===== config.mk =====
export PLATFORM = sky130hd
export DESIGN_NAME = radio_ctrl_core
export DESIGN_NICKNAME = d
export VERILOG_FILES = /design/src/common/core_pkg.sv /design/src/logic/ctrl_regs.sv /design/src/logic/radio_ctrl_core.sv /design/src/logic/readback_mux.sv /design/src/logic/setting_reg.sv /design/src/timekeeper/vita_time.sv
export SDC_FILE = /design/constraint.sdc
export NUM_CORES = 1
export LEC_CHECK = 0
export CELL_PAD_IN_SITES_DETAIL_PLACEMENT = 0
export CELL_PAD_IN_SITES_GLOBAL_PLACEMENT = 2
export CORE_MARGIN = 1.5
export CORE_UTILIZATION = 29
export DETAILED_ROUTE_END_ITERATION = 16
export DONT_BUFFER_PORTS = 1
export PLACE_DENSITY = 0.64
export SYNTH_ARGS = -nofsm -noshare
export SYNTH_HDL_FRONTEND = slang
export SYNTH_SLANG_ARGS = --single-unit

===== constraint.sdc =====
create_clock -name dsp_clk -period 3.9 [get_ports dsp_clk]
set_input_delay 0.39 -clock dsp_clk [delete_from_list [all_inputs] [get_ports dsp_clk]]
set_output_delay 0.39 -clock dsp_clk [all_outputs]
set_load 0.01 [all_outputs]

===== src/common/core_pkg.sv =====
/* Settings map, readback indices and shared types of the radio control core.
   Settings addresses are register indices on the 8-bit settings bus */
`default_nettype none

package core_pkg;

   ////////////////////////////////////////////////////////////////////////////
   // Bus and payload types
   typedef logic [7:0]  set_addr_t;    // Settings bus address
   typedef logic [31:0] set_data_t;    // Settings bus data
   typedef logic [3:0]  rb_addr_t;     // Readback word index
   typedef logic [31:0] rb_word_t;     // Readback word
   typedef logic [63:0] vita_time_t;   // VITA time in ticks
   typedef logic [7:0]  ctrl_byte_t;   // One misc control register

   ////////////////////////////////////////////////////////////////////////////
   // Settings register bases
   // Misc offsets: 0 clock, 1 SERDES, 2 ADC, 3 sw LEDs, 4 PHY reset, 6 LED source
   localparam set_addr_t SR_MISC   = 8'd0;
   localparam set_addr_t SR_TIME64 = 8'd10;   // +0 staged hi, +1 lo and load
   localparam set_addr_t SR_DIVSW  = 8'd180;  // Two diversity switches

   // Bump when the register map changes
   localparam rb_word_t COMPAT_NUM = {16'd8, 16'd2};   // Major, minor

   // Bit set means the LED shows hardware status
   localparam ctrl_byte_t LED_SRC_AT_RESET = 8'b0001_1110;

   ////////////////////////////////////////////////////////////////////////////
   // Readback word indices, lower words read as zero
   localparam rb_addr_t RB_TIME_HI = 4'd10;
   localparam rb_addr_t RB_TIME_LO = 4'd11;
   localparam rb_addr_t RB_COMPAT  = 4'd12;
   localparam rb_addr_t RB_FLAGS   = 4'd13;
   localparam rb_addr_t RB_PPS_HI  = 4'd14;
   localparam rb_addr_t RB_PPS_LO  = 4'd15;

endpackage

`default_nettype wire


===== src/logic/ctrl_regs.sv =====
/* Misc control registers and LED source mixing. Outputs follow their register
   one cycle after the write strobe; leds_o is combinational from registers */
`timescale 1ns/1ps
`default_nettype none

module ctrl_regs (
   input  wire logic                dsp_clk,
   input  wire logic                por_rst,
   input  wire logic                set_stb_i,
   input  wire core_pkg::set_addr_t set_addr_i,
   input  wire core_pkg::set_data_t set_data_i,
   input  wire logic [1:0]          run_rx_i,
   input  wire logic                run_tx_i,
   input  wire logic                clk_status_i,
   input  wire logic                serdes_link_up_i,
   input  wire logic                good_sync_i,
   output logic                     clock_ready_o,
   output logic [1:0]               clk_en_o,
   output logic [1:0]               clk_sel_o,
   output logic                     ser_enable_o,
   output logic                     ser_prbsen_o,
   output logic                     ser_loopen_o,
   output logic                     ser_rx_en_o,
   output logic                     adc_oe_a_o,
   output logic                     adc_on_a_o,
   output logic                     adc_oe_b_o,
   output logic                     adc_on_b_o,
   output logic                     phy_reset_n_o,
   output logic [1:0]               div_sw_o,
   output core_pkg::ctrl_byte_t     leds_o
);

   import core_pkg::*;

   ctrl_byte_t clock_outs, serdes_outs, adc_outs;
   ctrl_byte_t led_sw, led_src, led_hw;
   logic       phy_reset;
   logic [1:0] run_rx_d1;
   logic       run_tx_d1;

   ////////////////////////////////////////////////////////////////////////////
   // Byte wide registers
   setting_reg #(.MY_ADDR(SR_MISC + 8'd0), .payload_t(ctrl_byte_t), .AT_RESET(8'h00)) sr_clk (
      .dsp_clk, .por_rst, .set_stb_i, .set_addr_i, .set_data_i,
      .out_o(clock_outs), .changed_o());

   setting_reg #(.MY_ADDR(SR_MISC + 8'd1), .payload_t(ctrl_byte_t), .AT_RESET(8'h00)) sr_ser (
      .dsp_clk, .por_rst, .set_stb_i, .set_addr_i, .set_data_i,
      .out_o(serdes_outs), .changed_o());

   setting_reg #(.MY_ADDR(SR_MISC + 8'd2), .payload_t(ctrl_byte_t), .AT_RESET(8'h00)) sr_adc (
      .dsp_clk, .por_rst, .set_stb_i, .set_addr_i, .set_data_i,
      .out_o(adc_outs), .changed_o());

   setting_reg #(.MY_ADDR(SR_MISC + 8'd3), .payload_t(ctrl_byte_t), .AT_RESET(8'h00)) sr_led (
      .dsp_clk, .por_rst, .set_stb_i, .set_addr_i, .set_data_i,
      .out_o(led_sw), .changed_o());

   setting_reg #(.MY_ADDR(SR_MISC + 8'd6), .payload_t(ctrl_byte_t),
                 .AT_RESET(LED_SRC_AT_RESET)) sr_led_src (
      .dsp_clk, .por_rst, .set_stb_i, .set_addr_i, .set_data_i,
      .out_o(led_src), .changed_o());

   // Single bit registers, switches come up closed
   setting_reg #(.MY_ADDR(SR_MISC + 8'd4), .payload_t(logic), .AT_RESET(1'b0)) sr_phy (
      .dsp_clk, .por_rst, .set_stb_i, .set_addr_i, .set_data_i,
      .out_o(phy_reset), .changed_o());

   setting_reg #(.MY_ADDR(SR_DIVSW + 8'd0), .payload_t(logic), .AT_RESET(1'b1)) sr_divsw1 (
      .dsp_clk, .por_rst, .set_stb_i, .set_addr_i, .set_data_i,
      .out_o(div_sw_o[0]), .changed_o());

   setting_reg #(.MY_ADDR(SR_DIVSW + 8'd1), .payload_t(logic), .AT_RESET(1'b1)) sr_divsw2 (
      .dsp_clk, .por_rst, .set_stb_i, .set_addr_i, .set_data_i,
      .out_o(div_sw_o[1]), .changed_o());

   assign {clock_ready_o, clk_en_o, clk_sel_o}                     = clock_outs[4:0];
   assign {ser_enable_o, ser_prbsen_o, ser_loopen_o, ser_rx_en_o}  = serdes_outs[3:0];
   assign {adc_oe_a_o, adc_on_a_o, adc_oe_b_o, adc_on_b_o}         = adc_outs[3:0];
   assign phy_reset_n_o = ~phy_reset;   // Register holds active high reset

   ////////////////////////////////////////////////////////////////////////////
   // LEDs, source bit 1 selects hardware status
   always_ff @(posedge dsp_clk) begin
      if (por_rst) begin
         run_rx_d1 <= 2'b00;
         run_tx_d1 <= 1'b0;
      end else begin
         run_rx_d1 <= run_rx_i;
         run_tx_d1 <= run_tx_i;
      end
   end

   assign led_hw = {3'b000, run_tx_d1, |run_rx_d1, clk_status_i,
                    serdes_link_up_i & good_sync_i, 1'b0};
   assign leds_o = (led_src & led_hw) | (~led_src & led_sw);

endmodule

`default_nettype wire


===== src/logic/radio_ctrl_core.sv =====
/* Control plane of the radio core, all on dsp_clk. Settings writes are single
   cycle strobes with no acknowledge */
`timescale 1ns/1ps
`default_nettype none

module radio_ctrl_core (
   input  wire logic                dsp_clk,
   input  wire logic                por_rst,
   // Settings bus
   input  wire logic                set_stb_i,
   input  wire core_pkg::set_addr_t set_addr_i,
   input  wire core_pkg::set_data_t set_data_i,
   // Status levels
   input  wire logic [1:0]          run_rx_i,
   input  wire logic                run_tx_i,
   input  wire logic                clk_status_i,
   input  wire logic                serdes_link_up_i,
   input  wire logic                button_i,
   input  wire logic                pps_i,
   // Readback
   input  wire core_pkg::rb_addr_t  rb_addr_i,
   output core_pkg::rb_word_t       rb_data_o,
   // Control lines
   output logic                     clock_ready_o,
   output logic [1:0]               clk_en_o,
   output logic [1:0]               clk_sel_o,
   output logic                     ser_enable_o,
   output logic                     ser_prbsen_o,
   output logic                     ser_loopen_o,
   output logic                     ser_rx_en_o,
   output logic                     adc_oe_a_o,
   output logic                     adc_on_a_o,
   output logic                     adc_oe_b_o,
   output logic                     adc_on_b_o,
   output logic                     phy_reset_n_o,
   output logic [1:0]               div_sw_o,
   output core_pkg::ctrl_byte_t     leds_o,
   output logic                     pps_int_o
);

   import core_pkg::*;

   vita_time_t time_now;
   vita_time_t time_pps;
   logic       good_sync;

   ctrl_regs ctrl_regs (
      .dsp_clk, .por_rst, .set_stb_i, .set_addr_i, .set_data_i,
      .run_rx_i, .run_tx_i, .clk_status_i, .serdes_link_up_i,
      .good_sync_i(good_sync),
      .clock_ready_o, .clk_en_o, .clk_sel_o,
      .ser_enable_o, .ser_prbsen_o, .ser_loopen_o, .ser_rx_en_o,
      .adc_oe_a_o, .adc_on_a_o, .adc_oe_b_o, .adc_on_b_o,
      .phy_reset_n_o, .div_sw_o, .leds_o);

   vita_time vita_time (
      .dsp_clk, .por_rst, .set_stb_i, .set_addr_i, .set_data_i, .pps_i,
      .vita_time_o(time_now), .vita_time_pps_o(time_pps),
      .pps_int_o, .good_sync_o(good_sync));

   readback_mux readback_mux (
      .dsp_clk, .por_rst, .rb_addr_i,
      .vita_time_i(time_now), .vita_time_pps_i(time_pps),
      .button_i, .clk_status_i, .serdes_link_up_i,
      .rb_data_o);

endmodule

`default_nettype wire


===== src/logic/readback_mux.sv =====
/* Registered status readback, data follows the address by one clock.
   Words below RB_TIME_HI read as zero */
`timescale 1ns/1ps
`default_nettype none

module readback_mux (
   input  wire logic                 dsp_clk,
   input  wire logic                 por_rst,
   input  wire core_pkg::rb_addr_t   rb_addr_i,
   input  wire core_pkg::vita_time_t vita_time_i,
   input  wire core_pkg::vita_time_t vita_time_pps_i,
   input  wire logic                 button_i,
   input  wire logic                 clk_status_i,
   input  wire logic                 serdes_link_up_i,
   output core_pkg::rb_word_t        rb_data_o
);

   import core_pkg::*;

   rb_word_t flags;

   // Button at 13, clock status at 11, SERDES link at 10
   assign flags = {18'b0, button_i, 1'b0, clk_status_i, serdes_link_up_i, 10'b0};

   always_ff @(posedge dsp_clk) begin
      if (por_rst) begin
         rb_data_o <= '0;
      end else begin
         case (rb_addr_i)
            RB_TIME_HI : rb_data_o <= vita_time_i[63:32];
            RB_TIME_LO : rb_data_o <= vita_time_i[31:0];
            RB_COMPAT  : rb_data_o <= COMPAT_NUM;
            RB_FLAGS   : rb_data_o <= flags;
            RB_PPS_HI  : rb_data_o <= vita_time_pps_i[63:32];
            RB_PPS_LO  : rb_data_o <= vita_time_pps_i[31:0];
            default    : rb_data_o <= '0;
         endcase
      end
   end

endmodule

`default_nettype wire


===== src/logic/setting_reg.sv =====
/* Single settings register. Payload is taken from the low bits of the data word,
   so payload_t must be packed and at most 32 bits wide */
`timescale 1ns/1ps
`default_nettype none

module setting_reg #(
   parameter core_pkg::set_addr_t MY_ADDR  = '0,
   parameter type                 payload_t = logic [7:0],
   parameter payload_t            AT_RESET  = '0
) (
   input  wire logic                dsp_clk,
   input  wire logic                por_rst,
   input  wire logic                set_stb_i,
   input  wire core_pkg::set_addr_t set_addr_i,
   input  wire core_pkg::set_data_t set_data_i,
   output payload_t                 out_o,
   output logic                     changed_o
);

   logic hit;

   assign hit = set_stb_i && (set_addr_i == MY_ADDR);

   always_ff @(posedge dsp_clk) begin
      if (por_rst) begin
         out_o     <= AT_RESET;
         changed_o <= 1'b0;
      end else if (hit) begin
         out_o     <= set_data_i[$bits(payload_t)-1:0];
         changed_o <= 1'b1;   // One cycle, same cycle as new value
      end else begin
         changed_o <= 1'b0;
      end
   end

endmodule

`default_nettype wire


===== src/timekeeper/vita_time.sv =====
/* 64-bit tick counter. Writing the low word loads the counter with the staged
   high word; pps_i is asynchronous and must stay high for at least 2 clocks */
`timescale 1ns/1ps
`default_nettype none

module vita_time (
   input  wire logic                dsp_clk,
   input  wire logic                por_rst,
   input  wire logic                set_stb_i,
   input  wire core_pkg::set_addr_t set_addr_i,
   input  wire core_pkg::set_data_t set_data_i,
   input  wire logic                pps_i,
   output core_pkg::vita_time_t     vita_time_o,
   output core_pkg::vita_time_t     vita_time_pps_o,
   output logic                     pps_int_o,
   output logic                     good_sync_o
);

   import core_pkg::*;

   set_data_t  time_hi;   // Staged upper word
   logic       hi_wr, lo_wr;
   logic [1:0] pps_sync;
   logic       pps_d;
   logic       pps_edge;

   assign hi_wr = set_stb_i && (set_addr_i == SR_TIME64);
   assign lo_wr = set_stb_i && (set_addr_i == SR_TIME64 + 8'd1);

   always_ff @(posedge dsp_clk) begin
      if (hi_wr)
         time_hi <= set_data_i;
   end

   // Counter, load takes the place of one increment
   always_ff @(posedge dsp_clk) begin
      if (por_rst)
         vita_time_o <= '0;
      else if (lo_wr)
         vita_time_o <= {time_hi, set_data_i};
      else
         vita_time_o <= vita_time_o + 64'd1;
   end

   ////////////////////////////////////////////////////////////////////////////
   // PPS synchronizer and edge detect
   assign pps_edge = pps_sync[1] & ~pps_d;

   always_ff @(posedge dsp_clk) begin
      if (por_rst) begin
         pps_sync  <= 2'b00;
         pps_d     <= 1'b0;
         pps_int_o <= 1'b0;
      end else begin
         pps_sync  <= {pps_sync[0], pps_i};
         pps_d     <= pps_sync[1];
         pps_int_o <= pps_edge;   // Single cycle interrupt
      end
   end

   always_ff @(posedge dsp_clk) begin
      if (por_rst)
         vita_time_pps_o <= '0;
      else if (pps_edge)
         vita_time_pps_o <= vita_time_o;
   end

   // Time is only trusted once a PPS arrived after the last load
   always_ff @(posedge dsp_clk) begin
      if (por_rst)
         good_sync_o <= 1'b0;
      else if (lo_wr)
         good_sync_o <= 1'b0;
      else if (pps_edge)
         good_sync_o <= 1'b1;
   end

endmodule

`default_nettype wire

## Yosys cells after proc, flatten, opt, wreduce, memory -nomap -nowiden

Cells that the tools add are included.

- Register bits: 232
- Bits of input ports: 54
- Word-level logic and storage cells: 57

- Add/sub/neg operators: 1
- Equal/unequal tests: 15
- Muxes and demuxes: 2
- Bitwise logic cells: 8
- Reduce and logical (&&, ||, !) cells: 13

Operators by type and width:

| cell | number |
|---|---|
| 32-bit case mux with 6 select lines | 1 |
| 64-bit by 1-bit adder with 64-bit output (second input constant) | 1 |
| 64-bit 2-to-1 mux | 1 |
| 4-bit == test (second input constant) | 6 |
| 8-bit by 2-bit == test with 1-bit output (second input constant) | 2 |
| 8-bit by 3-bit == test with 1-bit output (second input constant) | 2 |
| 8-bit by 4-bit == test with 1-bit output (second input constant) | 2 |
| 8-bit == test (second input constant) | 2 |
| 1-bit logical AND | 10 |
| 8-bit by 5-bit bitwise AND with 8-bit output | 1 |
| 8-bit bitwise AND | 1 |
| 8-bit by 1-bit == test with 1-bit output (second input constant) | 1 |
| 8-bit zero test | 1 |
| 8-bit NOT | 1 |
| 8-bit bitwise OR | 1 |
| 2-bit OR reduction | 2 |
| 1-bit bitwise AND | 2 |
| 1-bit NOT | 2 |

## Logic depth before layout (Yosys ltp)

- Depth after elaboration: 3
- Depth in mapped cells: 8

## Hierarchy

A second synthesis with hierarchy kept.

- Cell total of the unflattened synthesis: 1226
- Area total of the unflattened synthesis: 11459.7 um^2

Modules (own cells, without submodules):

| module | instances | cells an instance | area each (um^2) | sequential area each (um^2) |
|---|---|---|---|---|
| vita_time | 1 | 787 | 6982.9 | 3623.5 |
| readback_mux | 1 | 197 | 1980.6 | 640.6 |
| setting_reg at ctrl_regs.sr_adc ... | 2 | 39 | 414.1 | 180.2 |
| setting_reg at ctrl_regs.sr_led | 1 | 39 | 412.9 | 180.2 |
| setting_reg at ctrl_regs.sr_clk | 1 | 39 | 411.6 | 180.2 |
| setting_reg at ctrl_regs.sr_led_src | 1 | 39 | 395.4 | 180.2 |
| ctrl_regs | 1 | 19 | 163.9 | 60.1 |
| setting_reg at ctrl_regs.sr_divsw2 | 1 | 10 | 101.3 | 40.0 |
| setting_reg at ctrl_regs.sr_phy | 1 | 9 | 95.1 | 40.0 |
| setting_reg at ctrl_regs.sr_divsw1 | 1 | 9 | 87.6 | 40.0 |

## Worst setup path after synthesis

OpenSTA, ideal clock, no wires.

- Kind: input to register
- Start point: input set_addr_i[5]
- End point: register vita_time.time_hi[0] (enable)
- Library setup time: 421 ps
- Arrival: 2231 ps
- Path slack: 1248 ps
- Stages: 3
- Path through: nor4_1 > nand3_1 > nor2_1

- Cells in the longest elaborated chain, start to end: 2

Ends and longest elaborated chain:

| item | RTL line | RTL |
|---|---|---|
| from (decl) | radio_ctrl_core.sv:11 | `input wire core_pkg::set_addr_t set_addr_i,` |
| 8-bit by 4-bit == test with 1-bit output | vita_time.sv:27 | `assign hi_wr = set_stb_i && (set_addr_i == SR_TIME64);` |
| 1-bit logical AND | vita_time.sv:27 |  |
| via vita_time.hi_wr | vita_time.sv:22 | `logic hi_wr, lo_wr;` |
| to (signal assigned) | vita_time.sv:32 | `time_hi <= set_data_i;` |
| to (decl) | vita_time.sv:21 | `set_data_t time_hi;` |

The timed path passes the listed nets, and every way through them passes these cells.
A chain may end at the register's enable or synchronous reset.

## Worst setup path in the final report

- Start point: register vita_time.vita_time_o[1]
- End point: register vita_time.vita_time_o[59]

- Cells in the longest elaborated chain, start to end: 2

Ends and longest elaborated chain:

| item | RTL line | RTL |
|---|---|---|
| from (decl) | vita_time.sv:13 | `output core_pkg::vita_time_t vita_time_o,` |
| from (signal assigned) | vita_time.sv:40 | `vita_time_o <= {time_hi, set_data_i};` |
| from (signal assigned) | vita_time.sv:42 | `vita_time_o <= vita_time_o + 64'd1;` |
| 64-bit by 1-bit adder with 64-bit output | vita_time.sv:42 |  |
| 64-bit 2-to-1 mux | vita_time.sv:39 | `else if (lo_wr)` |

No other way between the ends.

==> results.ini <==
[outcome]
run_status=finished clean

[synth]
yosysTopAreaCell=dfxtp_1
synth_area_leaders=dfxtp_1 41%, edfxtp_1 9.8%, nand2_1 7.5%
synthFlopType=dfxtp_1
synthSimpleGateAreaFrac=0.227
synth_seq_cells=232
synth-xor-area-share=0.0338
synth_area_um2=9830
ys_seq_area_frac=0.505
synth_top_family_by_area=simple AND/OR/NAND/NOR gates
synth_mux_area_frac=0.0350
synth-edff-count=32
ys_types=53
synthAdderAreaFrac=0.00127
async_flop_share=0
yosysTopAreaCellShare=0.407
synth_compound_area_frac=0.156
synth_area_per_cell_um2=8.90
netlist_instances=1105
yosysWarnings=0
syn_nets=1160

[clock_network]
cts.sinks=232
cts_tree=built
worstSkewPairLatency_ns=0.54
clock_path_buffers=3
clkTransAtPathRegs_ns=0.06
postCtsSetupBuffers=0
cts_buffers=28
cts_root_buf=clkbuf_16
cts_htree_levels=1

[power_and_ir_drop]
pwr_density_cell_nw_per_um2=443
seqPwrFrac=0.482
p_int_mw=3.91
leakage_nw=3.61
pwr-share-comb=0.033
clockPowerShare=0.485
vdd_ir_drop_max_uv=329
netSwitchingPower_mw=1.16
p_sw_frac=0.229

[placed_design]
hpwl_um=21600
globalplace.congestion=0.770
dp.cells=1480
io_buffers=0

[setup_path]
worstPathMaxFanout=8
cp-end-kind=register
crit_slowest_cell=nor4_2
arrival_ns=3.19
reg2reg_depth=5
criticalPathCategory=reg -> reg
max_stage_delay_ns=0.79
path_buf_inv=0
crit_path_cell_trace=nand4_1 > or4_2 > nor4_2 > a311oi_1 > a211oi_1
reg2reg_from=vita_time.vita_time_o[1]
critical_path_required_ns=4.36
reg2reg_slack_ns=1.17
path_delay_family=simple AND/OR/NAND/NOR gates
timing.rr.end=vita_time.vita_time_o[59]
start_kind=register

[drt]
drc_errors=0
via_per_inst=5.27
routed_wl_um=33400
ant_nets=0
first_iter_violations=674
vias=8283
avgRoutedWirePerCell_um=21.3
firstDrtPassIters=6

[global_route]
grtUsageMet1=0.257
grt_start_max_net_pins=121
grt_overflow_total=0
grt_pass1_vias=8095
grt_usage=0.188
antenna_found_initial=0
grt_pass1_wl_um=51500
gr-max-usage-layer=met2
met3_usage=0.0445
gr-usage-met2=0.305

[timing]
setup_viol=0
tightest_slew_ns=1.11
max_clock_freq_mhz=367
hold_viol=0
fin_setup_tns_ns=0
fin_crit_ns=2.73
fin_skew_ns=0.00947
slew_viol_final=0
fin_crit_sh=0.699
relSlewSlack=0.260
hold_ws_ns=0.0242
rsz0062_at_grt=no

[floorplanning]
io_pins=111
die_w_um=187
design.core.area_um2=33400
start_util=0.294
placementRows=67
chipHeight_um=187
die-area_um2=35000

[hold_path]
min_to=vita_time.vita_time_o[13]
hold_start=set_data_i[13]
min_path_type=in -> reg
worstHoldPathCells=2

[cells_and_area]
drive_gt1_frac=0.0712
final_cells=1571
n_antenna_cell=0
syn_to_final_growth_pct=16.4
fillerInstances=3477
final_util=0.342
nNetsFinal=1156

[run]
cap_viol_max_count=0

## power by group through the flow
stage               Combinational (mW)  Sequential, mW  Clock, mW
global placement                 0.101            2.50          0
CTS                              0.169            2.44       2.54
global route                     0.181            2.44       2.63
detailed placement               0.101            2.50          0
floorplan                       0.0859            2.49          0
finish                           0.166            2.44       2.46
## sequential cells by signal, indices dropped and copies added, names as in the netlist, 2 cells and up
name and cells:
vita_time.vita_time_pps_o 64, vita_time.time_hi 32, vita_time.pps_sync 2, ctrl_regs.sr_led.out_o 8, ctrl_regs.run_rx_d1 2, readback_mux.rb_data_o 32, vita_time.vita_time_o 64, ctrl_regs.sr_clk.out_o 5
ctrl_regs.sr_led_src.out_o 8, ctrl_regs.sr_adc.out_o 4, ctrl_regs.sr_ser.out_o 4
## metrics by stage
stage / power, mW / instance area, µm² / setup slack (ns)
detailed placement: 2.60 / 10200 / 1.09
global placement: 2.60 / 10200 / 1.09
floorplan: 2.58 / 9830 / 1.25
CTS: 5.15 / 11400 / 1.19
finish: 5.07 / 11400 / 1.17
global route: 5.26 / 11400 / 1.07
## placed cells by master, fill, tap and decap left out, types with 17 or more instances in the layout
cell type | Yosys | routed
dfxtp_1 | 200 | 200
nand2_1 | 196 | 196
a21oi_1 | 115 | 115
nor2_1 | 74 | 71
o21ai_0 | 44 | 44
dlygate4sd3_1 | 0 | 38
edfxtp_1 | 32 | 32
mux2i_1 | 31 | 31
a222oi_1 | 31 | 31
a211oi_1 | 30 | 30
nand3_1 | 29 | 29
clkbuf_16 | 0 | 29
nand4_1 | 27 | 27
xnor2_1 | 23 | 23
nor3_1 | 20 | 20
and4_1 | 17 | 17
## cells by family (layout without fill, tap and decap cells)
group | Yosys count | count (layout)
simple gates | 457 | 457
compound gates | 246 | 246
flops | 232 | 232
buf+inv | 97 | 115
xor+xnor | 38 | 38
mux | 34 | 34
fa+ha+maj | 1 | 1
## synth_stat cells, drive strengths merged, types with 23 or more instances
cell type and instances:
dfxtp 200, nand2 196, a21oi 115, nor2 74, clkbuf 71, o21ai 44, edfxtp 32, a222oi 31
mux2i 31, a211oi 30, nand3 29, nand4 29, xnor2 23
## layout make-up
type	instances	area [µm²]	area share
multi-input cells	776	4510	0.394
clock inverters	16	104	0.00908
inverters	9	33.8	0.00295
repair buffers	54	520	0.0455
well taps	448	561	0.0490
flip-flops and latches	232	4960	0.434
clock buffers	36	752	0.0657
## worst max-delay path by stage
stage | start | to | slack, ns | depth (start not counted)
after floorplan | set_addr_i[5] | vita_time.time_hi[0] | 1.25 | 3
after global placement | set_addr_i[5] | vita_time.vita_time_o[18] | 1.09 | 6
after detailed placement | set_addr_i[5] | vita_time.vita_time_o[18] | 1.09 | 6
after CTS | vita_time.vita_time_o[1] | vita_time.vita_time_o[59] | 1.19 | 5
after global routing | vita_time.vita_time_o[14] | vita_time.vita_time_o[59] | 1.07 | 5
final | vita_time.vita_time_o[1] | vita_time.vita_time_o[59] | 1.17 | 5
## per-layer routing
metal,up-vias,wire [µm]
li1,3975,-
met5,-,0
met2,244,15500
met4,0,458
met3,34,2400
met1,4030,15000
## what timing repair did
| action | in CTS | in global routing |
|---|---|---|
| resized for setup | 0 | 0 |
| hold buffers | 39 | 0 |
| hold endpoints to repair | 160 | 0 |
No activity file was read; power rests on OpenSTA's default activity.
